<file path="config.mk">
export PLATFORM = sky130hd
export DESIGN_NAME = scanout_credit
export DESIGN_NICKNAME = d
export VERILOG_FILES = /design/src/fb_pkg.sv /design/src/scanout_credit.sv
export VERILOG_INCLUDE_DIRS = /design/src /design/src/src
export SDC_FILE = /design/constraint.sdc
export NUM_CORES = 1
export LEC_CHECK = 0
export BUFFER_PORTS_ARGS = -buffer_cell sky130_fd_sc_hd__buf_2
export CORE_MARGIN = 10
export CORE_UTILIZATION = 56
export CTS_BUF_LIST = sky130_fd_sc_hd__clkbuf_4 sky130_fd_sc_hd__clkbuf_8
export DETAILED_ROUTE_END_ITERATION = 8
export PLACE_DENSITY = 0.82
export SYNTH_ARGS = -nofsm -noshare
export SYNTH_HDL_FRONTEND = slang
export SYNTH_SLANG_ARGS = --single-unit
</file>
<file path="constraint.sdc">
create_clock -name CLK -period 4.5 [get_ports CLK]
set_clock_uncertainty 0.2 [all_clocks]
set_input_delay 0.675 -clock CLK [delete_from_list [all_inputs] [get_ports CLK]]
set_output_delay 0.675 -clock CLK [all_outputs]
set_load 0.005 [all_outputs]
</file>
<file path="src/fb_defs.svh">
`ifndef FB_DEFS_SVH
`define FB_DEFS_SVH

// ========================================
// Data and SDRAM geometry
// ========================================
`define FB_DATA_W           16    // Pixel and DQ width
`define FB_BANK_W           2
`define FB_ROW_W            13    // Also the SA pin width
`define FB_COL_W            9
`define FB_BURST_LEN        8     // Words per burst
`define FB_FIFO_DEPTH       32
`define FB_FRAME_WORDS      256   // One stored frame

// ========================================
// SDRAM timing, in CLK cycles
// ========================================
`define FB_CAS_LAT          2
`define FB_T_RCD            2     // ACTIVE to READ or WRITE
`define FB_T_RP             2
`define FB_T_RFC            7
`define FB_REFRESH_INTERVAL 390
`define FB_INIT_WAIT        20    // Idle NOPs after power-up

// Burst length 8, sequential, CAS latency 2
`define FB_MODE_WORD        13'h023

`endif

</file>
<file path="src/fb_pkg.sv">
`include "fb_defs.svh"

package fb_pkg;

	typedef logic [`FB_DATA_W-1:0] pixel_t;

	// Word address, {bank, row, col}
	typedef logic [`FB_BANK_W+`FB_ROW_W+`FB_COL_W-1:0] frame_addr_t;

	// Fill count, 0 up to full
	typedef logic [$clog2(`FB_FIFO_DEPTH+1)-1:0] fifo_level_t;

	// Arbiter phases
	typedef enum logic [1:0] {
		IDLE,          // Fill phase, waiting for a full burst
		WAIT_DONE,     // One burst in flight
		SCANOUT_READY  // Frame stored, waiting for read FIFO room
	} arb_state_t;

endpackage

</file>
<file path="src/scanout_credit.sv">
`timescale 1ns/1ps

// Pixel output, one pixel per granted credit
module scanout_credit (
	input  logic                CLK,
	input  logic                RESET_N,
	input  logic                pix_credit,
	input  fb_pkg::fifo_level_t rd_level,
	output logic                rd_pop,
	input  fb_pkg::pixel_t      pix_data_in,
	output logic                pix_valid,
	output fb_pkg::pixel_t      pix_data
);
	logic [15:0] credits; // Granted, not yet used

	assign rd_pop = (credits != '0) && (rd_level != '0);

	always_ff @(posedge CLK or negedge RESET_N)
	begin
		if (!RESET_N)
		begin
			credits   <= '0;
			pix_valid <= 1'b0;
		end
		else
		begin
			credits   <= credits + 16'(pix_credit) - 16'(rd_pop); // Grant and use together
			pix_valid <= rd_pop;
		end
	end

	always_ff @(posedge CLK)
	begin
		if (rd_pop)
			pix_data <= pix_data_in;
	end

endmodule

</file>
# Yosys cells after proc, flatten, opt, wreduce, memory -nomap -nowiden
# Cells that the tools add are included.
# Widths: inputs -> output; s select.
# totals
ff_bits	33
elab_cells	8
# classes
n_addsub	2
n_reduce_logical	3
# ops
operator	count
$add 16x1->16	1
$reduce_bool 16->1	1
$sub 16x1->16	1
$reduce_bool 6->1	1
$logic_and 1x1->1	1

# Depth between registers and ports, before layout
# logic_depth
depth_word	3
ltp_mapped	15

# Worst setup path after synthesis
# OpenSTA, ideal clock, no wires.
# synth_timing
path_type	input to register
startpoint	input port rd_level[0]
endpoint	register credits[14]
path_stages	12
path_slack_ps	450
arrival_time_ps	3725
n_path_buf	0
setup_time_ps	125
cell_sequence	nor4_1 a21oi_1 ha_1 inv_1 ha_1 inv_1 fa_1 and2b_4 o2111ai_2 a2111oi_0 nor3_1 xnor2_1
# synth_via
elab_chain_len	3
# synth_lines
item	line_no	rtl
start: declaration	scanout_credit.sv:8	input fb_pkg::fifo_level_t rd_level,
$reduce_bool 6->1	scanout_credit.sv:16	assign rd_pop = (credits != '0) && (rd_level != '0);
$logic_and 1x1->1	scanout_credit.sv:16	
via rd_pop	scanout_credit.sv:9	output logic rd_pop,
$sub 16x1->16	scanout_credit.sv:27	credits <= credits + 16'(pix_credit) - 16'(rd_pop);
end signal: assignment	scanout_credit.sv:27	
end: declaration	scanout_credit.sv:14	logic [15:0] credits;
# The timed path passes the listed nets, and every way through them passes these cells.
# A chain may end at the register's enable or synchronous reset.

# Worst setup path in the final report
# layout_timing
startpoint	register credits[3]
endpoint	register credits[14]
# layout_via
elab_chain_len	3
# layout_lines
item	line_no
branches (longest 2 deep; another with $add 16x1->16)	--
$sub 16x1->16 (*)	scanout_credit.sv:27
# Every way passes the cells marked *.

==> flow_summary.json <==
{
  "syn_inst": 168,
  "num_io_pins": 43,
  "path_clk_slew_ns": 0.11,
  "powerDensity_nw_per_um2": 864,
  "rsz0062_at_grt": "no",
  "critPathKind": "reg -> reg",
  "drt_pass1_iterations": 4,
  "cts_buffer_depth": 2,
  "cp-end-kind": "flip-flop",
  "cts-root-buf": "clkbuf_4",
  "cts_buffers": 5,
  "wire_per_inst_um": 14.1,
  "num_antenna_cells": 0,
  "drc": 0,
  "syn_area_um2": 1900,
  "grt_pass1_wl_um": 6410,
  "grt_antenna_before_repair": 0,
  "h-tree-depth": 2,
  "gp_congestion": 0.851,
  "grt_pass1_vias": 1413,
  "ys_seq_area_frac": 0.478,
  "setup-violations-final": 0,
  "grt_max_degree": 19,
  "max-cap-violations": 0,
  "fp.dieArea_um2": 6110,
  "synth_top_family_by_area": "adder cells",
  "holdCritPathClass": "in -> async",
  "cpLargestDelayFamily": "adder cells",
  "wl_um": 3750,
  "finalPower_uw": 1950,
  "coreArea_um2": 3310,
  "cp.required_ns": 4.54,
  "area_growth_pct": 18.9,
  "startpoint_type": "flip-flop",
  "vdd_drop_max_uv": 591,
  "layout_common_cells": "buf_2 (42), inv_1 (25), ha_1 (23)",
  "synth_area_leaders": "edfxtp_1 (25%), dfrtp_1 (22%), ha_1 (15%)",
  "synth-simple-area-share": 0.119,
  "synth_edf_count": 16,
  "grt_use_total": 0.132,
  "final_common_cell": "buf_2",
  "fmax_mhz": 292,
  "yosys-mux-area-fraction": 0,
  "synth-seq-cells": 33,
  "crit_arrival_ns": 3.47,
  "syn_nets": 217,
  "tightestPinTransition_ns": 0.446,
  "vias": 1378,
  "num_rows": 21,
  "synth_compound_area_frac": 0.131,
  "critPathSlowestCell": "a2111oi_0",
  "initial_utilization": 0.573,
  "hpwl_um": 3010,
  "hold_violations": 0,
  "max_slew_margin": 0.702,
  "async_flop_share": 0.515,
  "nets": 267,
  "die_h_um": 78.2,
  "p_leak_uw": 0.00106,
  "ant_nets": 0,
  "setup_slack_ns": 1.07,
  "synth_ff_type": "dfrtp_1",
  "min_period_ns": 3.43,
  "syn_avg_cell_area_um2": 11.3,
  "cts.sinks": 33,
  "grt.overflow.total": 0,
  "synth_adder_area_share": 0.162,
  "yosysUniqueCellTypes": 41,
  "tns_ns": 0,
  "yosysTopAreaCellShare": 0.253,
  "synth_xor_area_frac": 0.0601,
  "first_iter_violations": 68,
  "via_per_inst": 5.20,
  "cpPeakStageDelay_ns": 0.41,
  "dp_slack_ns": 0.957,
  "crit_fanout": 3,
  "synth_top_cell_by_area": "edfxtp_1",
  "yosysWarningCount": 0,
  "holdBufCountCts": 0,
  "outcome": "finished, final reports clean",
  "clk_latency_ns": 0.34,
  "drive_gt1_frac": 0.265,
  "crit_buf_inv": 3,
  "io_buffers": 42,
  "die-width_um": 78.2,
  "post_cts_resized": 0,
  "crit_path_cell_trace": "inv_1, ha_1, nand3_1, nor3_1, a21oi_1, ha_1, inv_1, ha_1, inv_1, fa_1, and2b_4, o2111ai_2, a2111oi_0, nor3_1, xnor2_1",
  "period_share": 0.762,
  "postCtsSetupRepairBufs": 0,
  "cts_tree": "built",
  "drv_slew": 0
}
[Yosys cell counts (2+ instances only)]
cell type   n
inv_1      25
ha_1       23
dfrtp_1    17
edfxtp_1   16
a21oi_1    12
xnor2_1    11
nor2_1      7
nand2_1     6
nand3_1     5
nand2b_1    4
a211oi_1    3
nor3b_1     3
a31oi_1     2
and2b_1     2
nor2b_1     2
nor3_1      2
o211ai_1    2
o21ai_0     2
xor2_1      2
[cell type report]
cell class,instances,area [um2]
Fill cell,280,1060
Sequential cell,33,906
Multi-Input combinational cell,110,896
Timing Repair Buffer,43,218
Inverter,25,93.8
Tap cell,46,57.6
Clock inverter,3,46.3
Clock buffer,5,37.5
[per-layer routing]
layer,wire length (um),global-route usage
met5,0,0
met4,90,0.0645
met3,247,0.0569
met2,1780,0.212
met1,1630,0.147
[path summary, 6_finish.rpt]
path                           startpoint           to  slack [ns]  depth (start not counted)
min reg2reg                   credits[15]  credits[15]        0.46                          3
max reg2reg                    credits[3]  credits[14]        1.07                         15
max in group asynchronous         RESET_N  credits[13]        3.77                          1
max                            credits[3]  credits[14]        1.07                         15
min in group CLK           pix_data_in[6]  pix_data[6]        0.29                          1
min                               RESET_N  credits[15]        0.03                          1
[logic make-up after synthesis]
group                      after synthesis
and+or+nand+nor                         39
AOI/OAI and AO/OA                       34
DFF                                     33
buffers and inverters                   25
adders and majority gates               24
xor gates and xnor gates                13
[flip-flops by register name, summed over array words and instances (netlist names)]
signal     flops
pix_data      16
pix_valid      1
credits       16
[per-stage QoR]
| step | hold slack [ns] | std cells | utilization | cell area (um2) |
|---|---|---|---|---|
| 2_1_floorplan | 0.179 | 168 | - | 1900 |
| 3_3_place_gp | 0.424 | 257 | 0.656 | 2170 |
| 3_5_place_dp | 0.431 | 257 | 0.656 | 2170 |
| 4_1_cts | 0.0324 | 265 | 0.681 | 2250 |
| 5_1_grt | 0.0161 | 265 | 0.681 | 2250 |
| 6_report | 0.0339 | 265 | 0.681 | 2250 |
[worst reg2reg max path, stage by stage, from the launching register on]
cell and delay (ns):
dfrtp_1 0.40, inv_1 0.08, ha_1 0.17, nand3_1 0.08, nor3_1 0.24, a21oi_1 0.09, ha_1 0.30, inv_1 0.06
ha_1 0.18, inv_1 0.07, fa_1 0.39, and2b_4 0.27, o2111ai_2 0.16, a2111oi_0 0.42, nor3_1 0.10, xnor2_1 0.13
[where the power goes]
group	leakage (uW)	switching [uW]	total [uW]	internal (uW)
combinational	0.000657	690	1250	564
clock	0.0000414	109	226	118
sequential	0.000364	43.0	467	424
total	0.00106	841	1950	1110
No activity file was read; power rests on OpenSTA's default activity.
