<file path="src/fb_defs.svh">
`ifndef FB_DEFS_SVH
`define FB_DEFS_SVH

// ========================================
// Data and SDRAM geometry
// ========================================
`define FB_DATA_W           16    // Pixel and DQ width
`define FB_BANK_W           2
`define FB_ROW_W            13    // Also the SA pin width
`define FB_COL_W            9
`define FB_BURST_LEN        8     // Words per burst
`define FB_FIFO_DEPTH       32
`define FB_FRAME_WORDS      256   // One stored frame

// ========================================
// SDRAM timing, in CLK cycles
// ========================================
`define FB_CAS_LAT          2
`define FB_T_RCD            2     // ACTIVE to READ or WRITE
`define FB_T_RP             2
`define FB_T_RFC            7
`define FB_REFRESH_INTERVAL 390
`define FB_INIT_WAIT        20    // Idle NOPs after power-up

// Burst length 8, sequential, CAS latency 2
`define FB_MODE_WORD        13'h023

`endif

</file>
<file path="src/fb_pkg.sv">
`include "fb_defs.svh"

package fb_pkg;

	typedef logic [`FB_DATA_W-1:0] pixel_t;

	// Word address, {bank, row, col}
	typedef logic [`FB_BANK_W+`FB_ROW_W+`FB_COL_W-1:0] frame_addr_t;

	// Fill count, 0 up to full
	typedef logic [$clog2(`FB_FIFO_DEPTH+1)-1:0] fifo_level_t;

	// Arbiter phases
	typedef enum logic [1:0] {
		IDLE,          // Fill phase, waiting for a full burst
		WAIT_DONE,     // One burst in flight
		SCANOUT_READY  // Frame stored, waiting for read FIFO room
	} arb_state_t;

endpackage

</file>
<file path="src/stream_fifo.sv">
`timescale 1ns/1ps
`include "fb_defs.svh"

// Synchronous FIFO, first-word fall-through
module stream_fifo (
	input  logic                CLK,
	input  logic                RESET_N,
	input  logic                push,
	input  fb_pkg::pixel_t      push_data,
	input  logic                pop,
	output fb_pkg::pixel_t      pop_data,
	output fb_pkg::fifo_level_t level
);
	localparam int PTR_W = $clog2(`FB_FIFO_DEPTH);

	fb_pkg::pixel_t   mem [`FB_FIFO_DEPTH];
	logic [PTR_W-1:0] wr_ptr;
	logic [PTR_W-1:0] rd_ptr;

	assign pop_data = mem[rd_ptr]; // Head word, valid while level nonzero

	always_ff @(posedge CLK)
	begin
		if (push)
			mem[wr_ptr] <= push_data;
	end

	always_ff @(posedge CLK or negedge RESET_N)
	begin
		if (!RESET_N)
		begin
			wr_ptr <= '0;
			rd_ptr <= '0;
			level  <= '0;
		end
		else
		begin
			if (push)
				wr_ptr <= wr_ptr + 1'b1; // Power-of-two depth wraps itself
			if (pop)
				rd_ptr <= rd_ptr + 1'b1;
			case ({push, pop})
				2'b10:   level <= level + 1'b1;
				2'b01:   level <= level - 1'b1;
				default: level <= level; // Both or neither
			endcase
		end
	end

endmodule

</file>
<file path="config.mk">
export PLATFORM = sky130hd
export DESIGN_NAME = stream_fifo
export DESIGN_NICKNAME = d
export VERILOG_FILES = /design/src/fb_pkg.sv /design/src/stream_fifo.sv
export VERILOG_INCLUDE_DIRS = /design/src /design/src/src
export SDC_FILE = /design/constraint.sdc
export NUM_CORES = 1
export LEC_CHECK = 0
export ABC_AREA = 0
export BUFFER_PORTS_ARGS = -buffer_cell sky130_fd_sc_hd__clkbuf_2
export CAP_MARGIN = 20
export CORE_ASPECT_RATIO = 0.9
export CORE_MARGIN = 2
export CORE_UTILIZATION = 45
export DETAILED_ROUTE_END_ITERATION = 10
export PLACE_DENSITY = 0.59
export SETUP_SLACK_MARGIN = 0.05
export SLEW_MARGIN = 25
export SYNTH_ARGS = -nofsm -noshare
export SYNTH_HDL_FRONTEND = slang
export SYNTH_SLANG_ARGS = --single-unit
</file>
<file path="constraint.sdc">
create_clock -name CLK -period 5.1 [get_ports CLK]
set_input_delay 1.02 -clock CLK [delete_from_list [all_inputs] [get_ports CLK]]
set_output_delay 1.02 -clock CLK [all_outputs]
set_load 0.02 [all_outputs]
</file>
# == After elaboration in Yosys (flattened, before gate mapping) ==
# Memories as Yosys holds them, arrays and structs flattened.
# Index checks and enable logic that the tools add are counted.
# Widths: inputs -> output; s select.
# word_totals
register_bits,16
ramBits,512
output_inout_bits,22
word_cells,14
mem_count,1
# memory_table
name,depth,width,read_ports,rd_ports_with_merged_regs,wr,line_no,text
mem,32,16,1,0,1,stream_fifo.sv:16,fb_pkg::pixel_t mem [`FB_FIFO_DEPTH];
# classes
addsub,4
eq_ne,2
n_mux,3
reduce_logical,1
# ops
op,n
$pmux 6 s2,1
$add 5x1->5 const B,2
$add 6x1->6 const B,1
$sub 6x1->6 const B,1
$eq 2x1->1 const B,1
$eq 2x2->1 const B,1
$mux 1,2
$reduce_bool 2->1,1

# == Logic depth before layout (Yosys ltp) ==
# depth
word_depth,2
ltp_mapped,10
depth_no_buf,8

# == Least setup slack after synthesis ==
# No wires, ideal clock.
# synth_timing
path_kind,reg-to-output
from,register rd_ptr[0]
to,output pop_data[0]
t_arrival_ns,1.801
required_ns,4.080
path_slack_ns,2.279
path_stages_with_launch,7
path_cell_list,dfrtp_1 -> buf_2 -> buf_6 -> buf_4 -> mux4_2 -> o22ai_1 -> a211oi_1
# synth_between
elab_chain_len,1
# synth_rtl
item,line_no,text
"start, declared",stream_fifo.sv:18,logic [PTR_W-1:0] rd_ptr;
"start signal, assigned",stream_fifo.sv:41,rd_ptr <= rd_ptr + 1'b1;
$mem_v2 32x16,n/a,
"end, declared",stream_fifo.sv:11,"output fb_pkg::pixel_t pop_data,"
# No other way between the ends.

# == Worst setup path after layout ==
# layout_timing
from,register rd_ptr[1]
to,output pop_data[1]
# The elaborated chain is that of the path after synthesis.

==> impl_metrics.json <==
{
  "yosys_warnings": 0,
  "layout_commonest_cell": "edfxtp_1",
  "hold_violations": 0,
  "clk_pin_slew_ns": 0.06,
  "route.vias.total": 9779,
  "root_buffer": "clkbuf_16",
  "min_period_ns": 4.181,
  "fp.dieW_um": 228.2,
  "p_leak_nw": 7.361,
  "worstMarginPinSlew_ns": 0.9086,
  "irDropWorstVdd_v": 0.0004929,
  "core-area_um2": 44390,
  "rsz0062_at_grt": "no",
  "nets": 1056,
  "drcViolationCount": 0,
  "place.gp.congestion": 0.7574,
  "cp_slowest_stage_delay_ns": 0.83,
  "hold_buffers": 0,
  "finalNonFillerCells": 1667,
  "wl_um": 47170,
  "syn_area_um2": 20360,
  "syn-num-nets": 969,
  "finalCritPeriodShare": 0.8198,
  "reg2reg_from": "wr_ptr[0]",
  "synthArstFlopShare": 0.03030,
  "post_cts_buffers": 0,
  "slew-limit-headroom": 0.3943,
  "drv_cap": 0,
  "syn_inst": 941,
  "clkLatencyLatePin_ns": 0.61,
  "grt_max_degree": 72,
  "syn_to_final_growth_pct": 13.94,
  "cts_tree": "yes",
  "grt_pass1_vias": 9915,
  "critPathKind": "flop to output port",
  "synth_edf_count": 512,
  "die-area_um2": 46960,
  "cp_top_family": "compound AO/OA/AOI/OAI gates",
  "ys_seq_elements": 528,
  "avgSynthCellArea_um2": 21.63,
  "path_buf_inv": 2,
  "dp_hpwl_um": 27570,
  "p_per_area_nw_per_um2": 550.1,
  "grt_pass1_wl_um": 69140,
  "cts_max_path_buffers": 3,
  "n_antenna_cell": 0,
  "antenna_found_initial": 0,
  "cts.sinks": 528,
  "fillers": 3489,
  "yosysSeqAreaShare": 0.7749,
  "cts_made_buffers": 53,
  "worstSetupStartpoint": "rd_ptr[1]",
  "portBuffers": 41,
  "ctsResizeCount": 0,
  "cpMaxStageDelayCell": "dfrtp_4",
  "final.setup.tns_ns": 0,
  "mostFrequentLayoutCells": "edfxtp_1, mux4_2, clkbuf_16",
  "viasPerCell": 5.866,
  "setup-violations-final": 0,
  "first_pass_iters": 5,
  "dp.cells": 1573,
  "finClkSkew_ns": 0.02031,
  "avgRoutedWirePerCell_um": 28.30,
  "drt-initial-drc-count": 1051,
  "path_cells": "buf_4 > mux2i_1 > o221ai_1 > a21oi_1 > a211oi_1 > clkbuf_2",
  "die_h_um": 205.8,
  "required_ns": 4.08,
  "start_util": 0.4586,
  "rows": 73,
  "cts.htree.levels": 2,
  "slew_violations": 0,
  "drive_above_1_share": 0.2952,
  "io-pin-count": 42,
  "critPathCaptureType": "output port",
  "grt_overflow": 0,
  "critPathArrivalTime_ns": 3.16,
  "ys_types": 42,
  "outcome": "finished, final reports clean",
  "start_kind": "flop",
  "synth_flop_cell": "edfxtp_1",
  "drtAntennaViolNets": 0,
  "crit_fanout": 36,
  "max_freq_mhz": 239.2,
  "grt.total_usage": 0.2062,
  "holdCritPathClass": "input port to asynchronous set/reset pin"
}
-- synthesized netlist by cell type, types with 2 or more instances --
cell        n  area [um^2]
buf_2      20        100.1
or3b_1      2        17.52
mux2_2      2        22.52
nand4_1     3        18.77
mux4_2    112         2522
buf_4       7        52.55
buf_6       4        45.04
nor2_1     34        127.6
inv_1       3        11.26
o21ai_0     6        30.03
nand3_1     3        15.01
edfxtp_1  512        15370
o22ai_1    32        200.2
nand3b_1    3        22.52
dfrtp_1    16        400.4
clkbuf_1   17        63.81
ha_1        8        100.1
xor2_1      7        61.31
or3b_2      2        17.52
buf_1      10        37.54
xnor2_1     6        52.55
a211oi_2   11        137.6
a22oi_1    16        120.1
a21oi_1    19        95.09
nand2b_1    2        12.51
a211oi_1    5        37.54
nand2_1     9        33.78
or3_1       3        18.77
mux2i_1    34        340.3
o221ai_1   16        140.1
nor2b_1     5        31.28
nor4_1      2        12.51
-- path summary, 6_finish.rpt --
check,slack [ns],cells after the start,endpoint
worst max-delay path,0.92,6,pop_data[1]
worst min-delay path,0.36,1,level[0]
worst max register to register,2.68,5,mem[28][14]
worst min register to register,0.56,1,level[4]
max in group asynchronous,4.39,1,rd_ptr[0]
min in group CLK,0.56,1,level[4]
-- sequential cells by signal (all words and copies together) (netlist names) --
name,cells
rd_ptr,5
mem,512
level,6
wr_ptr,5
-- where the power goes --
group / internal [mW] / switching [mW] / total, mW
registers: 5.08 / 0.241 / 5.32
clock network: 2.14 / 1.58 / 3.72
logic: 1.52 / 2.21 / 3.72
total: 8.73 / 4.03 / 12.8
-- cells by family (layout without fill, tap and decap cells) --
kind of cell,count (synthesis),in the layout,synth area share
flops,528,528,0.7749
mux,148,148,0.1417
compound gates,109,109,0.03927
simple gates,74,74,0.01838
buf+inv,61,187,0.01524
xor+xnor,13,13,0.005593
fa+ha+maj,8,8,0.004917
-- per-stage QoR --
stage	power, mW	utilization	hold WS, ns	worst slack, ns	instance area (um^2)
4_1_cts	12.90	0.5226	0.3593	0.8903	23200
5_1_grt	13.28	0.5226	0.3893	0.7138	23200
2_1_floorplan	7.866	-	0.5109	2.279	20360
3_3_place_gp	9.147	0.4846	0.5413	1.511	21510
6_report	12.76	0.5226	0.3606	0.9192	23200
3_5_place_dp	9.180	0.4856	0.5512	1.539	21560
-- layout make-up --
class,count,area (um^2),area share
clock inverter,24,230.2,0.009925
tap,600,750.7,0.03236
clock buffer,70,1411,0.06084
inverter,3,11.26,0.0004854
multi-input combinational,352,4388,0.1892
sequential,528,15780,0.6804
timing repair buffer,90,623.1,0.02686
-- per-layer routing --
| layer | wire, um | part of all wire | track usage | vias to the layer above |
|---|---|---|---|---|
| met1 | 20660 | 0.44 | 0.2977 | 5211 |
| met3 | 3448 | 0.073 | 0.04227 | 79 |
| li1 | - | - | - | 4146 |
| met4 | 1103 | 0.023 | 0.06303 | 0 |
| met2 | 21960 | 0.47 | 0.3197 | 343 |
| met5 | 0 | 0 | 0 | - |
Note: power is estimated with default switching activity, not from simulation.
