$ cat src/fb_defs.svh
`ifndef FB_DEFS_SVH
`define FB_DEFS_SVH

// ========================================
// Data and SDRAM geometry
// ========================================
`define FB_DATA_W           16    // Pixel and DQ width
`define FB_BANK_W           2
`define FB_ROW_W            13    // Also the SA pin width
`define FB_COL_W            9
`define FB_BURST_LEN        8     // Words per burst
`define FB_FIFO_DEPTH       32
`define FB_FRAME_WORDS      256   // One stored frame

// ========================================
// SDRAM timing, in CLK cycles
// ========================================
`define FB_CAS_LAT          2
`define FB_T_RCD            2     // ACTIVE to READ or WRITE
`define FB_T_RP             2
`define FB_T_RFC            7
`define FB_REFRESH_INTERVAL 390
`define FB_INIT_WAIT        20    // Idle NOPs after power-up

// Burst length 8, sequential, CAS latency 2
`define FB_MODE_WORD        13'h023

`endif

$ cat src/fb_pkg.sv
`include "fb_defs.svh"

package fb_pkg;

	typedef logic [`FB_DATA_W-1:0] pixel_t;

	// Word address, {bank, row, col}
	typedef logic [`FB_BANK_W+`FB_ROW_W+`FB_COL_W-1:0] frame_addr_t;

	// Fill count, 0 up to full
	typedef logic [$clog2(`FB_FIFO_DEPTH+1)-1:0] fifo_level_t;

	// Arbiter phases
	typedef enum logic [1:0] {
		IDLE,          // Fill phase, waiting for a full burst
		WAIT_DONE,     // One burst in flight
		SCANOUT_READY  // Frame stored, waiting for read FIFO room
	} arb_state_t;

endpackage

$ cat src/burst_if.sv
`timescale 1ns/1ps

// Burst request link, arbiter to sequencer
interface burst_if;

	logic                start; // One-cycle request, only while busy low
	logic                write; // 1 for write burst
	fb_pkg::frame_addr_t addr;  // First word of the burst
	logic                busy;  // Rises the cycle after start
	logic                done;  // Last beat moved, busy falls here

	modport requester (
		output start, write, addr,
		input  busy, done
	);

	modport executor (
		input  start, write, addr,
		output busy, done
	);

endinterface

$ cat src/burst_arbiter.sv
`timescale 1ns/1ps
`include "fb_defs.svh"

module burst_arbiter (
	input  logic                CLK,
	input  logic                RESET_N,
	input  fb_pkg::fifo_level_t wr_level,
	input  fb_pkg::fifo_level_t rd_level,
	burst_if.requester          bus
);
	// Start of the last burst in the frame
	localparam fb_pkg::frame_addr_t LAST_BURST =
		fb_pkg::frame_addr_t'(`FB_FRAME_WORDS - `FB_BURST_LEN);
	localparam fb_pkg::frame_addr_t BURST_STEP = fb_pkg::frame_addr_t'(`FB_BURST_LEN);

	fb_pkg::arb_state_t  state;
	fb_pkg::frame_addr_t fill_addr;   // Next write burst
	fb_pkg::frame_addr_t scan_addr;   // Next read burst
	fb_pkg::fifo_level_t rd_inflight; // Read words reserved, not yet counted in rd_level
	logic                want_wr;
	logic                want_rd;
	logic                cur_write;
	int                  rd_free;

	assign rd_free = `FB_FIFO_DEPTH - int'(rd_level) - int'(rd_inflight);

	// Conditions registered, start itself follows busy directly
	assign bus.start = !bus.busy &&
		((state == fb_pkg::IDLE && want_wr) || (state == fb_pkg::SCANOUT_READY && want_rd));
	assign bus.write = (state == fb_pkg::IDLE); // Fill phase only writes
	assign bus.addr  = (state == fb_pkg::IDLE) ? fill_addr : scan_addr;

	always_ff @(posedge CLK or negedge RESET_N)
	begin
		if (!RESET_N)
		begin
			state       <= fb_pkg::IDLE;
			fill_addr   <= '0;
			scan_addr   <= '0;
			rd_inflight <= '0;
			want_wr     <= 1'b0;
			want_rd     <= 1'b0;
			cur_write   <= 1'b0;
		end
		else
		begin
			want_wr <= (wr_level >= `FB_BURST_LEN);
			want_rd <= (rd_free >= `FB_BURST_LEN); // Room for a whole burst
			if (bus.start)
			begin
				state     <= fb_pkg::WAIT_DONE;
				cur_write <= bus.write;
				if (!bus.write)
					rd_inflight <= fb_pkg::fifo_level_t'(`FB_BURST_LEN);
			end
			else if (state == fb_pkg::WAIT_DONE && bus.done)
			begin
				rd_inflight <= '0; // All beats pushed by now
				if (cur_write)
				begin
					fill_addr <= fill_addr + BURST_STEP;
					state     <= (fill_addr == LAST_BURST) ? fb_pkg::SCANOUT_READY : fb_pkg::IDLE;
				end
				else
				begin
					scan_addr <= (scan_addr == LAST_BURST) ? '0 : scan_addr + BURST_STEP;
					state     <= fb_pkg::SCANOUT_READY;
				end
			end
		end
	end

endmodule

$ cat src/flat_wrapper.sv
// flat-port wrapper written by rule: the top's interface ports become plain ports
module burst_arbiter_flat 
  (CLK, RESET_N, wr_level, rd_level, bus_start, bus_write, bus_addr, bus_busy, bus_done);
  burst_if bus_i ();
  input  logic CLK;
  input  logic RESET_N;
  input  fb_pkg::fifo_level_t wr_level;
  input  fb_pkg::fifo_level_t rd_level;
  output wire logic [$bits(bus_i.start)-1:0] bus_start;
  output wire logic [$bits(bus_i.write)-1:0] bus_write;
  output wire logic [$bits(bus_i.addr)-1:0] bus_addr;
  input wire logic [$bits(bus_i.busy)-1:0] bus_busy;
  input wire logic [$bits(bus_i.done)-1:0] bus_done;
  assign bus_start = bus_i.start;
  assign bus_write = bus_i.write;
  assign bus_addr = bus_i.addr;
  assign bus_i.busy = bus_busy;
  assign bus_i.done = bus_done;
  burst_arbiter u_core (.CLK(CLK), .RESET_N(RESET_N), .wr_level(wr_level), .rd_level(rd_level), .bus(bus_i));
endmodule
$ cat config.mk
export PLATFORM = sky130hd
export DESIGN_NAME = burst_arbiter_flat
export DESIGN_NICKNAME = d
export VERILOG_FILES = /design/src/fb_pkg.sv /design/src/burst_if.sv /design/src/burst_arbiter.sv /design/src/flat_wrapper.sv
export VERILOG_INCLUDE_DIRS = /design/src /design/src/src
export SDC_FILE = /design/constraint.sdc
export NUM_CORES = 1
export LEC_CHECK = 0
export ABC_AREA = 1
export BUFFER_PORTS_ARGS = -buffer_cell sky130_fd_sc_hd__buf_2
export CAP_MARGIN = 15
export CORE_MARGIN = 2
export CORE_UTILIZATION = 55
export CTS_CLUSTER_DIAMETER = 150
export CTS_CLUSTER_SIZE = 30
export DETAILED_ROUTE_END_ITERATION = 16
export PLACE_DENSITY = 0.87
export SLEW_MARGIN = 20
export SYNTH_ARGS = -nofsm -noshare
export SYNTH_HDL_FRONTEND = slang
export SYNTH_SLANG_ARGS = --single-unit
$ cat constraint.sdc
create_clock -name CLK -period 1.8 [get_ports CLK]
set_input_delay 0.09 -clock CLK [delete_from_list [all_inputs] [get_ports CLK]]
set_output_delay 0.09 -clock CLK [all_outputs]
set_load 0.005 [all_outputs]
* After elaboration in Yosys (flattened, before gate mapping)
Cells that the tools add are included.
** Storage, ports and cells
- Flip-flop bits (word level) :: 59
- Latch bits :: 0
- Memory bits (writable) :: 0
- Bits in read-only memories :: 0
- Input port bits :: 16
- Output and inout port bits :: 26
- Logic and storage cells :: 40
- Memories kept :: 0
** Operators by class
- Add/subtract/negate cells :: 4
- Multiply operators :: 0
- Divide/modulo/power cells :: 0
- Order comparisons :: 2
- Equal/unequal tests :: 5
- Shift operators :: 0
- Mux-type cells :: 9
- Bitwise logic cells :: 2
- Reductions and logical operators :: 11
** Operators by type and width (number)
- 24-bit by 4-bit adder with 24-bit output (second input constant) :: 2
- 24-bit by 8-bit equality test with 1-bit output (second input constant) :: 2
- 24-bit two-way mux :: 2
- 32-bit by 5-bit greater-or-equal comparator with 1-bit output (second input constant) :: 1
- 32-bit by 7-bit subtractor with 32-bit output :: 1
- 6-bit two-way mux :: 3
- 2-bit two-way mux :: 4
- 6-bit by 6-bit subtractor with 7-bit output (first input constant) :: 1
- 6-bit by 4-bit greater-or-equal comparator with 1-bit output (second input constant) :: 1
- 3-bit AND reduction :: 2
- 1-bit logical AND :: 4
- 2-bit by 1-bit equality test with 1-bit output (second input constant) :: 1
- 2-bit equality test (second input constant) :: 1
- 2-bit zero test :: 1
- 2-bit inequality test (second input constant) :: 1
- 1-bit NOT :: 2
- 2-bit AND reduction :: 1
- 2-bit nonzero test :: 1
- 1-bit zero test :: 1
- 1-bit logical OR :: 1

* Depth between registers and ports, before layout
Gate-level depths: netlist of the first run.
- Depth in word-level cells :: 6
- Gate-level depth with buffers :: 12
- Mapped depth without buffers :: 12

* Worst setup path after synthesis of the first run
Ideal clock, no wire load.
- Path type :: input to register
- Start point :: input rd_level[2]
- End point :: register u_core.want_rd
- Library setup time :: 0.116 ns
- Arrival :: 1.519 ns
- Data required time :: 1.684 ns
- Setup slack :: 0.165 ns
- Stages :: 11
- Path buffers :: 0
- Path through :: nor2_1 -> nand2_1 -> nand2_1 -> ha_1 -> ha_1 -> nand3_1 -> ha_1 -> nor3b_1 -> nand3_1 -> nor2_1 -> nor2_1
** Between the ends
- Longest elaborated chain between the ends :: 3
** Ends and longest elaborated chain
- from (decl) :: line flat_wrapper.sv:8 : input fb_pkg::fifo_level_t rd_level;
- 6-bit by 6-bit subtractor with 7-bit output (no line)
- 32-bit by 7-bit subtractor with 32-bit output (no line)
- 32-bit by 5-bit greater-or-equal comparator with 1-bit output (no line)
- to (signal assigned) :: line burst_arbiter.sv:48 : want_rd <= (rd_free >= `FB_BURST_LEN);
- to (decl) :: line burst_arbiter.sv:21 : logic want_rd;
No other way between the ends.
A chain may end at the register's enable or synchronous reset.

* Final worst setup path of the first run
- Start point :: register u_core.state[1]
- End point :: output bus_addr[21]
** Between the ends
- Longest elaborated chain between the ends :: 2
** Ends and longest elaborated chain
- from (decl) :: line burst_arbiter.sv:16 : fb_pkg::arb_state_t state;
- from (signal assigned) :: line burst_arbiter.sv:37 : state <= fb_pkg::IDLE;
- from (signal assigned) :: line burst_arbiter.sv:51 : state <= fb_pkg::WAIT_DONE;
- from (signal assigned) :: line burst_arbiter.sv:62 : state <= (fill_addr == LAST_BURST) ? fb_pkg::SCANOUT_READY : fb_pkg::IDLE;
- 2-bit zero test :: line burst_arbiter.sv:31 : assign bus.addr = (state == fb_pkg::IDLE) ? fill_addr : scan_addr;
- 24-bit two-way mux :: line burst_arbiter.sv:31
- to (decl) :: line flat_wrapper.sv:11 : output wire logic [$bits(bus_i.addr)-1:0] bus_addr;
No other way between the ends.

==> flow_summary.toml, run 1 <==
[run_status]
status = "finished, final reports clean"

[worst_setup_path]
path_cells = "buf_4, nor2_2, buf_12, nand2_1, o21ai_0, buf_2"
crit_type = "reg -> out"
cp.required_ps = 1710
crit_path_start_kind = "flip-flop"
arrival_ps = 1620
critical_path.startpoint = "u_core.state[1]"
crit_slowest_cell = "dfrtp_1"
r2r-start = "u_core.rd_inflight[3]"
crit_path_end_kind = "primary output"
worstPathMaxFanout = 42
critPathMaxStageDelay_ps = 400

[floorplan]
dieArea_sq_mm = 0.00665
placeableCoreArea_sq_mm = 0.00585
die_h_um = 81.6
dieWidth_um = 81.6
rows = 28
pin_count = 42
initial_core_util_pct = 56.5

[global_routing]
grt_start_max_net_pins = 43
overflow = 0
track_usage_pct = 26.1
grt_antenna_before_repair = 0
grt_pass1_wl_um = 13400
grt_pass1_vias = 3103

[power_and_ir_drop]
irDropWorstVdd_v = 0.000621
power.switching_mw = 1.91
netSwitchingFraction_pct = 44.9
pwr-share-clk_pct = 14.6
p_int_mw = 2.35
leakage_nw = 1.73
power_frac_comb_pct = 44.7
p_seq_share_pct = 40.7
powerDensity_mw_per_mm2 = 1140

[min_path]
min_path_type = "in -> reg"
worstHoldStart = "bus_done"

[sta]
hold_viol = 0
worst_slack_ps = 85.8
period_share_pct = 95.2
fmax_ghz = 0.583
period_minus_slack_ps = 1710
fin_skew_ps = 5.31
drv_slew = 0
holdWs_ps = 191
finalSetupViolations = 0

[yosys]
syn_area_sq_mm = 0.00331
syn_inst = 468
ys_seq_elements = 48
syn_area_per_cell_sq_um = 7.07
synth.yosys.seq_area_share_pct = 36.3
yosysWarnings = 0
yosysUniqueCellTypes = 34

[job]
cap_violations = 0

[place]
dp_hpwl_um = 6530
portBuffers = 35
gp_congestion = 0.948
place_ws_ps = -87.5

[routing]
wl_um = 8240
drt_iter0_markers = 236
wire_per_inst_um = 14.0
vias = 3248
drtAntennaViolNets = 0
viasPerCell = 5.52
firstDrtPassIters = 5
drc = 0

[clocking]
cts_num_sinks = 48
clk_pin_slew_ps = 80
cts_tree = "yes"
cts_root_buf = "clkbuf_8"
clock_path_buffers = 2
numCtsBuffers = 5
ctsHtreeMaxLevel = 2
clkLatencyLatePin_ps = 300

[final_layout]
insertedDiodeCount = 0
nFillCells = 504
final_layout_size_suffix_gt1_share_pct = 15.2
final_nets = 538
area_delta_synth_final_pct = 12.9
## metrics by stage
step                      instance area, sq um  setup TNS [ps]  power [mW]  util (%)  cells
final                                     3740               0        4.25      63.9    588
after global routing                      3740           -15.6        4.57      63.9    588
after CTS                                 3710               0        4.24      63.4    588
after detailed placement                  3600           -87.5        3.62      61.6    578
after global placement                    3600               0        3.52      61.6    578
after floorplan                           3320               0        2.87         -    470
## cells in the final DEF, fill, tap and decap left out, types with 2 or more instances in the layout
cell,synthesis,routed
inv_1,47,47
a21oi_1,3,3
inv_2,2,2
nor2_1,63,62
nor3_1,6,6
dfrtp_1,48,48
ha_1,9,7
clkbuf_8,0,5
nand2_2,5,5
nor2_2,1,2
nand3b_1,2,2
xor2_1,15,15
conb_1,1,3
nand3_1,34,33
o21ai_0,38,38
dlygate4sd3_1,0,3
xnor2_1,7,7
buf_4,4,9
nand2_1,135,135
nand4_1,18,18
nor4_1,2,2
buf_2,2,35
nand3_2,2,3
nor2_4,7,7
nor3_2,2,2
## cells by family after synthesis
logic type,after synthesis,synth area share (%)
compound gates,43,6.66
xor+xnor,22,5.82
fa+ha+maj,9,3.40
buf+inv,61,7.72
flops,48,36.3
other cells,1,0.113
simple gates,284,40.0
## cell usage after synthesis, drive strengths merged
| master | n | area (sq um) |
|---|---|---|
| or3 | 1 | 6.26 |
| and2 | 1 | 6.26 |
| inv | 49 | 184 |
| nand3b | 2 | 15.0 |
| xnor2 | 7 | 61.3 |
| o21ai | 38 | 190 |
| nor2 | 71 | 322 |
| nor3 | 9 | 66.3 |
| a21oi | 3 | 15.0 |
| clkbuf | 5 | 20.0 |
| conb | 1 | 3.75 |
| dfrtp | 48 | 1200 |
| buf | 7 | 51.3 |
| o21a | 1 | 7.51 |
| nor3b | 2 | 15.0 |
| nand2 | 140 | 538 |
| ha | 9 | 113 |
| o31ai | 1 | 7.51 |
| xor2 | 15 | 131 |
| nor4 | 2 | 12.5 |
| nand3 | 37 | 208 |
| nand4 | 19 | 134 |
## registers in the layout, summed over array words and instances, names as in the netlist
name                cells
u_core.fill_addr       21
u_core.scan_addr       21
u_core.state            2
u_core.rd_inflight      1
u_core.want_rd          1
u_core.want_wr          1
u_core.cur_write        1
## worst max-delay path: cells and delay by family, from the launching register on
family / cells / cell delay, ps
AO/OA/AOI/OAI: 1 / 150
AND/OR/NAND/NOR: 2 / 230
flip-flops: 1 / 400
buffers and inverters: 3 / 540
## path summary, 6_finish.rpt
path,end,slack [ps],depth (start not counted)
hold reg to reg,u_core.rd_inflight[3],500,2
setup / recovery,bus_addr[21],90,6
setup reg to reg,u_core.want_rd,100,10
hold / removal,u_core.state[1],190,5
max in group asynchronous,u_core.fill_addr[19],1040,3
min in group asynchronous,u_core.scan_addr[13],200,2
## cell type report
type                       count  area, sq um  area share, %
clock buffer                   6         72.6           1.94
clock inverter                 1         5.00          0.134
inverter                      49          184           4.92
multi-input combinational    361         1890           50.5
sequential                    48         1200           32.2
tap                           75         93.8           2.51
timing repair buffer          48          293           7.84
## metal layers
| layer | part of all wire, % | GRT usage, % | up-vias |
|---|---|---|---|
| met5 | 0 | 0 | - |
| met2 | 53 | 48.0 | 94 |
| met4 | 3.2 | 12.4 | 0 |
| met1 | 39 | 29.0 | 1542 |
| li1 | - | - | 1585 |
| met3 | 4.6 | 4.40 | 27 |
## power groups by stage
stage               clock network (mW)  logic, mW  registers (mW)
detailed placement                   0       1.88            1.74
global route                     0.661       2.13            1.77
floorplan                            0       1.27            1.60
CTS                              0.627       1.89            1.72
finish                           0.622       1.90            1.73
global placement                     0       1.80            1.72
## what timing repair did
action                                  CTS  global route
endpoints found under the hold margin    13             0
gates resized for setup                   0             4
buffers inserted                          0             0
endpoints found under the setup margin    0             1
hold buffers                              3             0
(Power assumes the default switching activity.)
==> run 2: changes to the inputs <==
Settings changed: PLACE_DENSITY 0.87 to 0.76.
==> flow_summary.toml, run 2 (synthesis results as in run 1) <==
[routing]
drt_iter0_markers = 290
drc = 0
firstDrtPassIters = 5
drtAntennaViolNets = 0
vias = 3273
wire_per_inst_um = 13.5
viasPerCell = 5.57
wl_um = 7970

[floorplan]
rows = 28
dieWidth_um = 81.6
placeableCoreArea_sq_mm = 0.00585
die_h_um = 81.6
pin_count = 42
dieArea_sq_mm = 0.00665
initial_core_util_pct = 56.5

[worst_setup_path]
cp.required_ps = 2000
crit_type = "reg -> reg"
crit_path_start_kind = "flip-flop"
worstPathMaxFanout = 2
arrival_ps = 1960
crit_path_end_kind = "flip-flop"

[sta]
period_share_pct = 98.1
fin_setup_tns_ps = 0
fin_skew_ps = 8.95
hold_viol = 0
finalSetupViolations = 0
period_minus_slack_ps = 1770
worst_slack_ps = 33.5
drv_slew = 0
fmax_ghz = 0.566

[clocking]
clk_pin_slew_ps = 90
numCtsBuffers = 5
cts_root_buf = "clkbuf_8"
cts_setup_buffers = 0
cts_tree = "yes"
ctsHtreeMaxLevel = 2
clkLatencyLatePin_ps = 300
cts_num_sinks = 48
clock_path_buffers = 2

[power_and_ir_drop]
powerDensity_mw_per_mm2 = 1150
leakage_nw = 1.73
irDropWorstVdd_v = 0.00107
finalPower_mw = 4.31

[global_routing]
grt_start_max_net_pins = 43
grt_pass1_wl_um = 13200
track_usage_pct = 25.6
grt_pass1_vias = 2823
grt_antenna_before_repair = 0
overflow = 0

[final_layout]
final_layout_size_suffix_gt1_share_pct = 14.8
area_delta_synth_final_pct = 13.1
insertedDiodeCount = 0
final_common_cell = "nand2_1"
layout_common_cells = "135 x nand2_1, 61 x nor2_1, 48 x dfrtp_1"
reg_top3 = "u_core.fill_addr (21), u_core.scan_addr (21), u_core.state (2)"
final_nets = 537

[job]
cap_violations = 0

[run_status]
status = "finished, final reports clean"

[place]
dp_hpwl_um = 6130
place_ws_ps = -21.0
gp_congestion = 0.904
portBuffers = 35

[min_path]
min_path_type = "in -> reg"
## run 2: metrics by stage
| stage | utilization, % | std cells | hold WS (ps) | instance area [sq um] |
|---|---|---|---|---|
| global route | 63.9 | 588 | 207 | 3740 |
| detailed placement | 61.7 | 577 | 78.6 | 3610 |
| finish | 63.9 | 588 | 184 | 3740 |
| CTS | 63.7 | 588 | 183 | 3730 |
| global placement | 61.7 | 577 | 70.6 | 3610 |
| floorplan | - | 470 | -206 | 3320 |
## run 2: layer usage
metal / up-vias / track usage, % / routed length, um
met5: - / 0 / 0
met4: 0 / 4.07 / 29
met3: 3 / 4.07 / 487
met2: 125 / 42.9 / 3640
met1: 1551 / 35.7 / 3810
li1: 1594 / - / -
## run 2: report_power, final
part | internal (mW) | switching [mW] | total [mW]
Clock | 0.314 | 0.368 | 0.682
Combinational | 0.728 | 1.20 | 1.93
Sequential | 1.35 | 0.350 | 1.70
## run 2: timing repair
| action | in CTS | in global routing |
|---|---|---|
| hold endpoints to repair | 19 | 0 |
| hold buffers | 3 | 0 |
| endpoints found under the setup margin | 0 | 1 |
| gates resized for setup | 0 | 3 |
## run 2: worst paths after layout
check                                            from                     to  slack [ps]  cells past startpoint
worst max-delay path            u_core.rd_inflight[3]         u_core.want_rd          30                     10
worst min-delay path                         bus_busy  u_core.rd_inflight[3]         180                      6
worst max register to register  u_core.rd_inflight[3]         u_core.want_rd          30                     10
worst min register to register  u_core.rd_inflight[3]  u_core.rd_inflight[3]         500                      2
max in group asynchronous                     RESET_N   u_core.fill_addr[10]         990                      3
min in group asynchronous                     RESET_N   u_core.scan_addr[13]         260                      2
## run 2: area by class of cell
type,count,area (sq um)
Sequential cell,48,1200
Inverter,49,184
Clock buffer,8,90.1
Tap cell,75,93.8
Multi-Input combinational cell,361,1870
Fill cell,513,2110
Timing Repair Buffer,47,298
## run 2: worst max-delay path, cell delays in order (launching register included)
cell and delay, ps:
dfrtp_1 390, ha_1 210, ha_1 220, nand3_2 100, buf_4 120, ha_1 150, nand2_1 50, nor2_1 100
nand4_1 120, nor2_1 150, nor2_1 60
