File: src/fb_defs.svh
`ifndef FB_DEFS_SVH
`define FB_DEFS_SVH

// ========================================
// Data and SDRAM geometry
// ========================================
`define FB_DATA_W           16    // Pixel and DQ width
`define FB_BANK_W           2
`define FB_ROW_W            13    // Also the SA pin width
`define FB_COL_W            9
`define FB_BURST_LEN        8     // Words per burst
`define FB_FIFO_DEPTH       32
`define FB_FRAME_WORDS      256   // One stored frame

// ========================================
// SDRAM timing, in CLK cycles
// ========================================
`define FB_CAS_LAT          2
`define FB_T_RCD            2     // ACTIVE to READ or WRITE
`define FB_T_RP             2
`define FB_T_RFC            7
`define FB_REFRESH_INTERVAL 390
`define FB_INIT_WAIT        20    // Idle NOPs after power-up

// Burst length 8, sequential, CAS latency 2
`define FB_MODE_WORD        13'h023

`endif

File: src/sdram_pkg.sv
`include "fb_defs.svh"

package sdram_pkg;

	// Pin command, coded as {RAS_N, CAS_N, WE_N} with CS_N low
	typedef enum logic [2:0] {
		LOAD_MODE = 3'b000,
		REFRESH   = 3'b001,
		PRECHARGE = 3'b010,
		ACTIVE    = 3'b011,
		WRITE     = 3'b100,
		READ      = 3'b101,
		NOP       = 3'b111
	} sdram_cmd_t;

	// Address fields
	typedef logic [`FB_ROW_W-1:0]  sdram_row_t;
	typedef logic [`FB_COL_W-1:0]  sdram_col_t;
	typedef logic [`FB_BANK_W-1:0] sdram_bank_t;
	typedef logic [`FB_ROW_W-1:0]  sdram_addr_t; // SA pins, row or column phase

endpackage

File: src/fb_pkg.sv
`include "fb_defs.svh"

package fb_pkg;

	typedef logic [`FB_DATA_W-1:0] pixel_t;

	// Word address, {bank, row, col}
	typedef logic [`FB_BANK_W+`FB_ROW_W+`FB_COL_W-1:0] frame_addr_t;

	// Fill count, 0 up to full
	typedef logic [$clog2(`FB_FIFO_DEPTH+1)-1:0] fifo_level_t;

	// Arbiter phases
	typedef enum logic [1:0] {
		IDLE,          // Fill phase, waiting for a full burst
		WAIT_DONE,     // One burst in flight
		SCANOUT_READY  // Frame stored, waiting for read FIFO room
	} arb_state_t;

endpackage

File: src/burst_if.sv
`timescale 1ns/1ps

// Burst request link, arbiter to sequencer
interface burst_if;

	logic                start; // One-cycle request, only while busy low
	logic                write; // 1 for write burst
	fb_pkg::frame_addr_t addr;  // First word of the burst
	logic                busy;  // Rises the cycle after start
	logic                done;  // Last beat moved, busy falls here

	modport requester (
		output start, write, addr,
		input  busy, done
	);

	modport executor (
		input  start, write, addr,
		output busy, done
	);

endinterface

File: src/sdram_sequencer.sv
`timescale 1ns/1ps
`include "fb_defs.svh"

module sdram_sequencer (
	input  logic                   CLK,
	input  logic                   RESET_N,
	burst_if.executor              bus,
	output logic                   wr_pop,  // One per write beat
	input  fb_pkg::pixel_t         wr_data,
	output logic                   rd_push, // One per sampled read beat
	output fb_pkg::pixel_t         rd_data,
	output fb_pkg::pixel_t         dq_out,
	output logic                   dq_oe,
	input  fb_pkg::pixel_t         dq_in,
	output sdram_pkg::sdram_addr_t sa,
	output sdram_pkg::sdram_bank_t ba,
	output logic                   cs_n,
	output logic                   cke,
	output logic                   ras_n,
	output logic                   cas_n,
	output logic                   we_n
);
	localparam int REF_W = $clog2(`FB_REFRESH_INTERVAL + 1);
	localparam sdram_pkg::sdram_addr_t AP_BIT = sdram_pkg::sdram_addr_t'(1 << 10); // A10

	typedef enum logic [3:0] {
		S_INIT, S_INIT_PRE, S_INIT_REF1, S_INIT_REF2, S_INIT_MRS,
		S_IDLE, S_REFRESH, S_RCD, S_DATA, S_TAIL
	} seq_state_t;

	seq_state_t             state;
	logic [7:0]             cnt;     // Countdown within a state
	logic [REF_W-1:0]       ref_cnt; // Cycles since last refresh
	logic                   ref_due;
	logic                   ref_go;
	sdram_pkg::sdram_cmd_t  cmd;
	sdram_pkg::sdram_bank_t req_bank;
	sdram_pkg::sdram_row_t  req_row;
	sdram_pkg::sdram_col_t  req_col;
	sdram_pkg::sdram_bank_t cur_bank;
	sdram_pkg::sdram_col_t  cur_col;
	logic                   cur_write;
	logic                   rd_beat;
	logic [`FB_CAS_LAT:0]   rd_mark; // Read beats waiting out CAS latency
	logic                   done_q;
	fb_pkg::pixel_t         dq_q;

	// Split {bank, row, col}
	assign req_col  = bus.addr[`FB_COL_W-1:0];
	assign req_row  = bus.addr[`FB_COL_W +: `FB_ROW_W];
	assign req_bank = bus.addr[`FB_COL_W+`FB_ROW_W +: `FB_BANK_W];

	assign ref_due  = (ref_cnt == REF_W'(`FB_REFRESH_INTERVAL - 1));
	assign ref_go   = (state == S_IDLE) && !bus.start && ref_due;
	assign bus.busy = (state != S_IDLE) || ref_due; // Due refresh blocks new bursts
	assign bus.done = done_q;
	assign {ras_n, cas_n, we_n} = cmd;

	// Pop one cycle ahead so the word is on DQ with its beat
	assign wr_pop  = cur_write && ((state == S_RCD && cnt == '0) || (state == S_DATA && cnt != '0));
	assign rd_beat = !cur_write && (state == S_DATA);
	assign rd_push = rd_mark[`FB_CAS_LAT];
	assign rd_data = dq_q;

	// ========================================
	// Command FSM
	// ========================================
	always_ff @(posedge CLK or negedge RESET_N)
	begin
		if (!RESET_N)
		begin
			state     <= S_INIT;
			cnt       <= 8'(`FB_INIT_WAIT - 1);
			cmd       <= sdram_pkg::NOP;
			sa        <= '0;
			ba        <= '0;
			cs_n      <= 1'b0;
			cke       <= 1'b1;
			cur_write <= 1'b0;
			done_q    <= 1'b0;
		end
		else
		begin
			cmd    <= sdram_pkg::NOP; // Default every cycle
			cs_n   <= 1'b0;
			cke    <= 1'b1;
			done_q <= 1'b0;
			if (cnt != '0)
				cnt <= cnt - 1'b1;
			case (state)
				S_INIT: if (cnt == '0)
				begin
					cmd   <= sdram_pkg::PRECHARGE; // All banks
					sa    <= AP_BIT;
					cnt   <= 8'(`FB_T_RP - 1);
					state <= S_INIT_PRE;
				end
				S_INIT_PRE, S_INIT_REF1: if (cnt == '0)
				begin
					cmd   <= sdram_pkg::REFRESH;
					cnt   <= 8'(`FB_T_RFC - 1);
					state <= (state == S_INIT_PRE) ? S_INIT_REF1 : S_INIT_REF2;
				end
				S_INIT_REF2: if (cnt == '0)
				begin
					cmd   <= sdram_pkg::LOAD_MODE;
					sa    <= `FB_MODE_WORD;
					ba    <= '0;
					cnt   <= 8'd1; // Mode register set time
					state <= S_INIT_MRS;
				end
				S_INIT_MRS, S_REFRESH: if (cnt == '0)
					state <= S_IDLE;
				S_IDLE:
				begin
					if (bus.start)
					begin
						cmd       <= sdram_pkg::ACTIVE;
						ba        <= req_bank;
						sa        <= req_row;
						cur_write <= bus.write;
						cnt       <= 8'(`FB_T_RCD - 1);
						state     <= S_RCD;
					end
					else if (ref_go)
					begin
						cmd   <= sdram_pkg::REFRESH;
						cnt   <= 8'(`FB_T_RFC - 1);
						state <= S_REFRESH;
					end
				end
				S_RCD: if (cnt == '0)
				begin
					cmd   <= cur_write ? sdram_pkg::WRITE : sdram_pkg::READ;
					ba    <= cur_bank;
					sa    <= AP_BIT | sdram_pkg::sdram_addr_t'(cur_col); // Auto-precharge
					cnt   <= 8'(`FB_BURST_LEN - 1);
					state <= S_DATA;
				end
				S_DATA: if (cnt == '0)
				begin
					// Reads also wait out CAS latency and the sample register
					cnt   <= cur_write ? 8'(`FB_T_RP - 1) : 8'(`FB_CAS_LAT + `FB_T_RP);
					state <= S_TAIL;
				end
				S_TAIL: if (cnt == '0)
				begin
					done_q <= 1'b1;
					state  <= S_IDLE;
				end
				default: state <= S_INIT;
			endcase
		end
	end

	// Refresh interval, restarted by every refresh after init
	always_ff @(posedge CLK or negedge RESET_N)
	begin
		if (!RESET_N)
			ref_cnt <= '0;
		else if (state == S_INIT_MRS || ref_go)
			ref_cnt <= '0;
		else if (!ref_due)
			ref_cnt <= ref_cnt + 1'b1;
	end

	// ========================================
	// Data path
	// ========================================
	always_ff @(posedge CLK or negedge RESET_N)
	begin
		if (!RESET_N)
		begin
			dq_oe   <= 1'b0;
			rd_mark <= '0;
		end
		else
		begin
			dq_oe   <= wr_pop;
			rd_mark <= {rd_mark[`FB_CAS_LAT-1:0], rd_beat};
		end
	end

	always_ff @(posedge CLK)
	begin
		dq_out <= wr_data;
		dq_q   <= dq_in; // Sampled DQ, pushed with the delayed mark
		if (state == S_IDLE && bus.start)
		begin
			cur_bank <= req_bank;
			cur_col  <= req_col;
		end
	end

endmodule

File: src/flat_wrapper.sv
// flat-port wrapper written by rule: the top's interface ports become plain ports
module sdram_sequencer_flat 
  (CLK, RESET_N, wr_pop, wr_data, rd_push, rd_data, dq_out, dq_oe, dq_in, sa, ba, cs_n, cke, ras_n, cas_n, we_n, bus_start, bus_write, bus_addr, bus_busy, bus_done);
  burst_if bus_i ();
  input  logic CLK;
  input  logic RESET_N;
  output logic wr_pop;
  input  fb_pkg::pixel_t wr_data;
  output logic rd_push;
  output fb_pkg::pixel_t rd_data;
  output fb_pkg::pixel_t dq_out;
  output logic dq_oe;
  input  fb_pkg::pixel_t dq_in;
  output sdram_pkg::sdram_addr_t sa;
  output sdram_pkg::sdram_bank_t ba;
  output logic cs_n;
  output logic cke;
  output logic ras_n;
  output logic cas_n;
  output logic we_n;
  input wire logic [$bits(bus_i.start)-1:0] bus_start;
  input wire logic [$bits(bus_i.write)-1:0] bus_write;
  input wire logic [$bits(bus_i.addr)-1:0] bus_addr;
  output wire logic [$bits(bus_i.busy)-1:0] bus_busy;
  output wire logic [$bits(bus_i.done)-1:0] bus_done;
  assign bus_i.start = bus_start;
  assign bus_i.write = bus_write;
  assign bus_i.addr = bus_addr;
  assign bus_busy = bus_i.busy;
  assign bus_done = bus_i.done;
  sdram_sequencer u_core (.CLK(CLK), .RESET_N(RESET_N), .bus(bus_i), .wr_pop(wr_pop), .wr_data(wr_data), .rd_push(rd_push), .rd_data(rd_data), .dq_out(dq_out), .dq_oe(dq_oe), .dq_in(dq_in), .sa(sa), .ba(ba), .cs_n(cs_n), .cke(cke), .ras_n(ras_n), .cas_n(cas_n), .we_n(we_n));
endmodule
File: config.mk
export PLATFORM = sky130hd
export DESIGN_NAME = sdram_sequencer_flat
export DESIGN_NICKNAME = d
export VERILOG_FILES = /design/src/sdram_pkg.sv /design/src/fb_pkg.sv /design/src/burst_if.sv /design/src/sdram_sequencer.sv /design/src/flat_wrapper.sv
export VERILOG_INCLUDE_DIRS = /design/src /design/src/src
export SDC_FILE = /design/constraint.sdc
export NUM_CORES = 1
export LEC_CHECK = 0
export ABC_AREA = 1
export BUFFER_PORTS_ARGS = -buffer_cell sky130_fd_sc_hd__buf_2
export CAP_MARGIN = 10
export CORE_ASPECT_RATIO = 0.9
export CORE_MARGIN = 3
export CORE_UTILIZATION = 40
export DETAILED_ROUTE_END_ITERATION = 10
export PLACE_DENSITY = 0.77
export SYNTH_ARGS = -nofsm -noshare
export SYNTH_HDL_FRONTEND = slang
export SYNTH_SLANG_ARGS = --single-unit
File: constraint.sdc
create_clock -name CLK -period 1.8 [get_ports CLK]
set_input_delay 0.09 -clock CLK [delete_from_list [all_inputs] [get_ports CLK]]
set_output_delay 0.09 -clock CLK [all_outputs]
set_load 0.05 [all_outputs]
After elaboration in Yosys (flattened, before gate mapping)
Cells that the tools add are included.
Word-level totals
  input bits: 60
  output and inout bits: 57
  flip-flop bits (word level): 88
Operators by class
  add/subtract/negate cells: 2
  reductions and logical operators: 24
  mux-type cells: 40
  equality and inequality tests: 20
Operators with widths (number)
  8-bit two-way mux: 7
  13-bit two-way mux: 4
  13-bit case mux with 4 select lines: 1
  8-bit case mux with 5 select lines: 1
  4-bit two-way mux: 8
  4-bit case mux with 7 select lines: 1
  3-bit two-way mux: 7
  9-bit two-way mux: 2
  4-bit by 3-bit == test with 1-bit output, second input constant: 4
  3-bit case mux with 5 select lines: 1
  9-bit by 1-bit adder with 9-bit output, second input constant: 1
  9-bit == test, second input constant: 1
  4-bit by 2-bit == test with 1-bit output, second input constant: 2
  4-bit == test, second input constant: 2
  8-bit zero test: 1
  2-bit by 1-bit != test with 1-bit output, second input constant: 4
  2-bit != test, second input constant: 4
  8-bit nonzero test: 1
  8-bit by 1-bit subtractor with 8-bit output, second input constant: 1
  1-bit logical AND: 7
  7-bit AND reduction: 1
  2-bit two-way mux: 3
  2-bit case mux with 3 select lines: 1
  5-bit AND reduction: 1
  13 further kinds: 20

Longest topological paths before layout
  word-level depth: 6
  depth in mapped cells: 11
  depth with buffers taken out: 11

Worst setup path after synthesis
Ideal clock, no wire load.
  path kind: flip-flop to flip-flop
  start point: reg u_core.cnt[0]
  end point: reg u_core.dq_oe
  stages on the path, launching flop included: 8
  slack: -0.534 ns
  arrival time: 2.119 ns
  library setup time: 0.214 ns
  data required time: 1.586 ns
  path buffers: 1
  clock period less this slack: 2.334 ns
  cells stage by stage: dfstp_2 -> inv_1 -> ha_1 -> nor3b_1 -> nand2_1 -> buf_2 -> nand2_1 -> a21oi_1
Between the ends
  cells in the longest elaborated chain, start to end: 4
Ends and longest elaborated chain
  start, declared: line sdram_sequencer.sv:32  | logic [7:0] cnt;
  start signal, assigned: line sdram_sequencer.sv:73  | cnt <= 8'(`FB_INIT_WAIT - 1);
  start signal, assigned: line sdram_sequencer.sv:89  | cnt <= cnt - 1'b1;
  start signal, assigned: line sdram_sequencer.sv:95  | cnt <= 8'(`FB_T_RP - 1);
  8-bit zero test or 8-bit nonzero test (tied branches): line sdram_sequencer.sv:60  | assign wr_pop = cur_write && ((state == S_RCD && cnt == '0) || (state == S_DATA && cnt != '0));
  1-bit logical AND: line sdram_sequencer.sv:60
  1-bit logical OR *: line sdram_sequencer.sv:60
  1-bit logical AND *: line sdram_sequencer.sv:60
  via wr_pop: line flat_wrapper.sv:7  | output logic wr_pop;
  end signal, assigned: line sdram_sequencer.sv:179  | dq_oe <= wr_pop;
  end, declared: line sdram_sequencer.sv:13  | output logic dq_oe,
Mark *: on every way through the listed nets, which the timed path passes. The rest lies on a longest branch.
A chain may end at the register's enable or synchronous reset.

Worst setup path after layout
  start point: reg u_core.cnt[7]
  end point: out wr_pop
Between the ends
  cells in the longest elaborated chain, start to end: 4
Ends and longest elaborated chain (line)
  8-bit zero test or 8-bit nonzero test (tied branches): sdram_sequencer.sv:60
  1-bit logical AND: sdram_sequencer.sv:60
  1-bit logical OR *: sdram_sequencer.sv:60
  1-bit logical AND *: sdram_sequencer.sv:60
  end, declared: flat_wrapper.sv:7
Every way passes the cells marked *; elsewhere a longest branch is shown, timed or not.

==> run metrics <==
fin nets=636; io pins=117; largest net degree at the start of global routing=46; Adder-Cell Fraction of Synth Area=2.09%; CTS Buf Count=9; non-filler instance count after layout=694; Hold WS=0.0513 ns; syn_area_per_cell=9.24 µm²; failing checks=setup timing; crit-path max FO=3; first-pass GRT wire length=15500 µm; clk sinks=88; Syn Nets=455; crit-path max cell delay=0.45 ns; gpl congestion=0.958; commonest cells after routing, fill and taps aside=buf_2, nand2_1, dlygate4sd3_1; worst hold path type=input port to register; Initial Utilization=41.6%; Die X=106 µm; mux cell area share after synthesis=0%; die height=95.9 µm; Critical-path top delay cell=dfrtp_1; total power divided by cell area=1600 mW/mm²; Compound-Gate Fraction of Synth Area=5.64%; IR drop worst, VDD=818 µV; Final Skew=0.0161 ns; YS warnings=0; cells along the critical path=nor2_1 > nand2_1 > nor2_4 > nand2_1 > a21oi_4 > buf_6; Vias=3275; # DRC=0; Max Slew Vio Count=0; placed cells=624; FMAX=0.532 GHz; cells after synthesis=389; vias in the first global route=3331; Top FF cell, synth=dfrtp_1; CP Capture Type=primary output; I/O Buffers=114; register area share after synthesis=58.6%; Reg clk slew, reported paths=0.10 ns; Synth cell types=35; commonest non-fill, non-tap cell in the layout=buf_2; htree depth=3; CP Class=register to primary output; antenna violations before repair=0; Post-Synth XOR/XNOR Area=2.68%; largest family of logic cells by synthesized area=simple AND/OR/NAND/NOR gates; final WL=9870 µm; asr flop ratio synth=51.1%; Total GRT Usage=19.4%; Place WS=-0.0207 ns; Seq cells post-synth=88; max-cap violation count=0; 1st-pass router iterations=4; layout cell share with drive strength beyond 1=34.3%; # diodes=0; Detailed Place HPWL=6400 µm; CTS tree=built; final hold violations=0; Layout area overhead=45.1%; CP top delay family=simple AND/OR/NAND/NOR gates; final period utilization=104%; overall power=8.32 mW; core area=0.00865 mm²; count of final setup violators=1; row cnt=32; CP Data Arrival Time=1.79 ns; Final ANT Viol Nets=0; Max Buffers Root-to-Sink=2; Post-synth EDFFs=11; CP Launch Type=register; Worst Path Required=1.71 ns; Post-Syn Area=0.00359 mm²; WP buf/inv=1; Top cell by count, worst path=nand2_1; Tmin final=1.88 ns; Root Buffer=clkbuf_8; static leakage=2.66 nW; Worst Slack Setup Final=-0.0807 ns; Setup Total Neg Slack=-0.0807 ns; wire per inst=14.2 µm; vias per cell=4.72; GRT Residual Overflow=0; Post-Synth Simple-Gate Area=25.4%; status=finished with violations; Initial DRC Count=229; worst-skew pair later-pin latency=0.36 ns; die area=0.0102 mm²; RSZ-0062 raised after global routing=true
==> logic make-up (layout without fill, tap and decap cells) <==
logic type / count (synthesis) / after routing
AND/OR/NAND/NOR: 210 / 211
flip-flops: 88 / 88
buffers and inverters: 45 / 230
AO/OA/AOI/OAI: 27 / 27
XOR/XNOR: 11 / 11
adder cells (fa/ha/maj): 6 / 6
other: 2 / 2
==> cell type report <==
class | instances | area [µm²]
Fill cell | 716 | 3430
Inverter | 37 | 144
Tap cell | 119 | 149
Clock buffer | 9 | 124
Multi-Input combinational cell | 257 | 1400
Clock inverter | 7 | 85.1
Sequential cell | 88 | 2110
Timing Repair Buffer | 177 | 1200
==> worst reg2reg max path, stage by stage (launching register included) <==
cell	delay, ns
dfstp_2	0.58
inv_4	0.05
ha_4	0.15
nor3b_4	0.14
nand2_2	0.08
buf_4	0.15
ha_4	0.20
or2_2	0.29
nand3_1	0.09
==> sequential cells by signal, summed over array words and instances, names as in the netlist, 3 cells and up <==
name and flops:
u_core.state 4, u_core.ref_cnt 9, u_core.rd_mark 3, u_core.sa 13, u_core.cnt 8, u_core.dq_out 16, u_core.rd_data 16, u_core.cur_col 9
u_core.cmd 3
==> what timing repair did <==
item | 4_1_cts | 5_1_grt
resized for setup | 11 | 20
endpoints found under the hold margin | 89 | 0
pin swaps | 4 | 4
buffers inserted | 4 | 4
hold buffers | 45 | 0
cloned | 0 | 1
setup endpoints to repair | 21 | 26
==> stage by stage <==
| step | instance area [µm²] | utilization (%) |
|---|---|---|
| finish | 5210 | 60.3 |
| global placement | 4370 | 50.5 |
| CTS | 5100 | 58.9 |
| global route | 5210 | 60.3 |
| detailed placement | 4370 | 50.5 |
| floorplan | 3630 | - |
==> cells in the mapped netlist (5+ instances only) <==
cell type,instances,area [µm²]
nand2_1,116,435
dfrtp_1,39,976
nor2_1,39,146
dfxtp_1,32,641
inv_1,32,120
nand3_1,25,125
edfxtp_1,11,330
xor2_1,9,78.8
a22o_1,8,70.1
nor3_1,8,40.0
a21oi_1,7,35.0
dfstp_2,6,158
ha_1,6,75.1
nand4_1,6,37.5
inv_2,5,18.8
nor2_2,5,31.3
o21ai_0,5,25.0
==> where the power goes <==
group          switching (mW)  internal (mW)
clock                   0.778          0.671
sequential              0.310           2.47
combinational            2.71           1.39
==> routing by layer <==
layer  vias to the layer above  GRT usage [%]  part of all wire [%]  wire length [µm]
li1                       1599              -                     -                 -
met1                      1519           23.8                    42              4110
met2                       143           33.2                    49              4860
met4                         0           7.23                   1.5               148
met5                         -              0                     0                 0
met3                        14           5.16                   7.7               757
==> worst paths after layout <==
kind                       depth (start not counted)                         from                            end  slack, ns
setup reg to reg                                   8      u_core.cnt[0]$_DFF_PN1_        u_core.cnt[0]$_DFF_PN1_       0.02
hold / removal                                     5                 bus_addr[14]       u_core.sa[5]$_DFFE_PN0P_       0.05
hold reg to reg                                    0  u_core.rd_mark[1]$_DFF_PN0_    u_core.rd_mark[2]$_DFF_PN0_       0.35
max in group asynchronous                          3                      RESET_N        u_core.cmd[1]$_DFF_PN1_       1.28
setup / recovery                                   6      u_core.cnt[7]$_DFF_PN0_                         wr_pop      -0.08
min in group asynchronous                          3                      RESET_N  u_core.ref_cnt[6]$_DFFE_PN0P_       0.24
No activity file was read; power rests on OpenSTA's default activity.
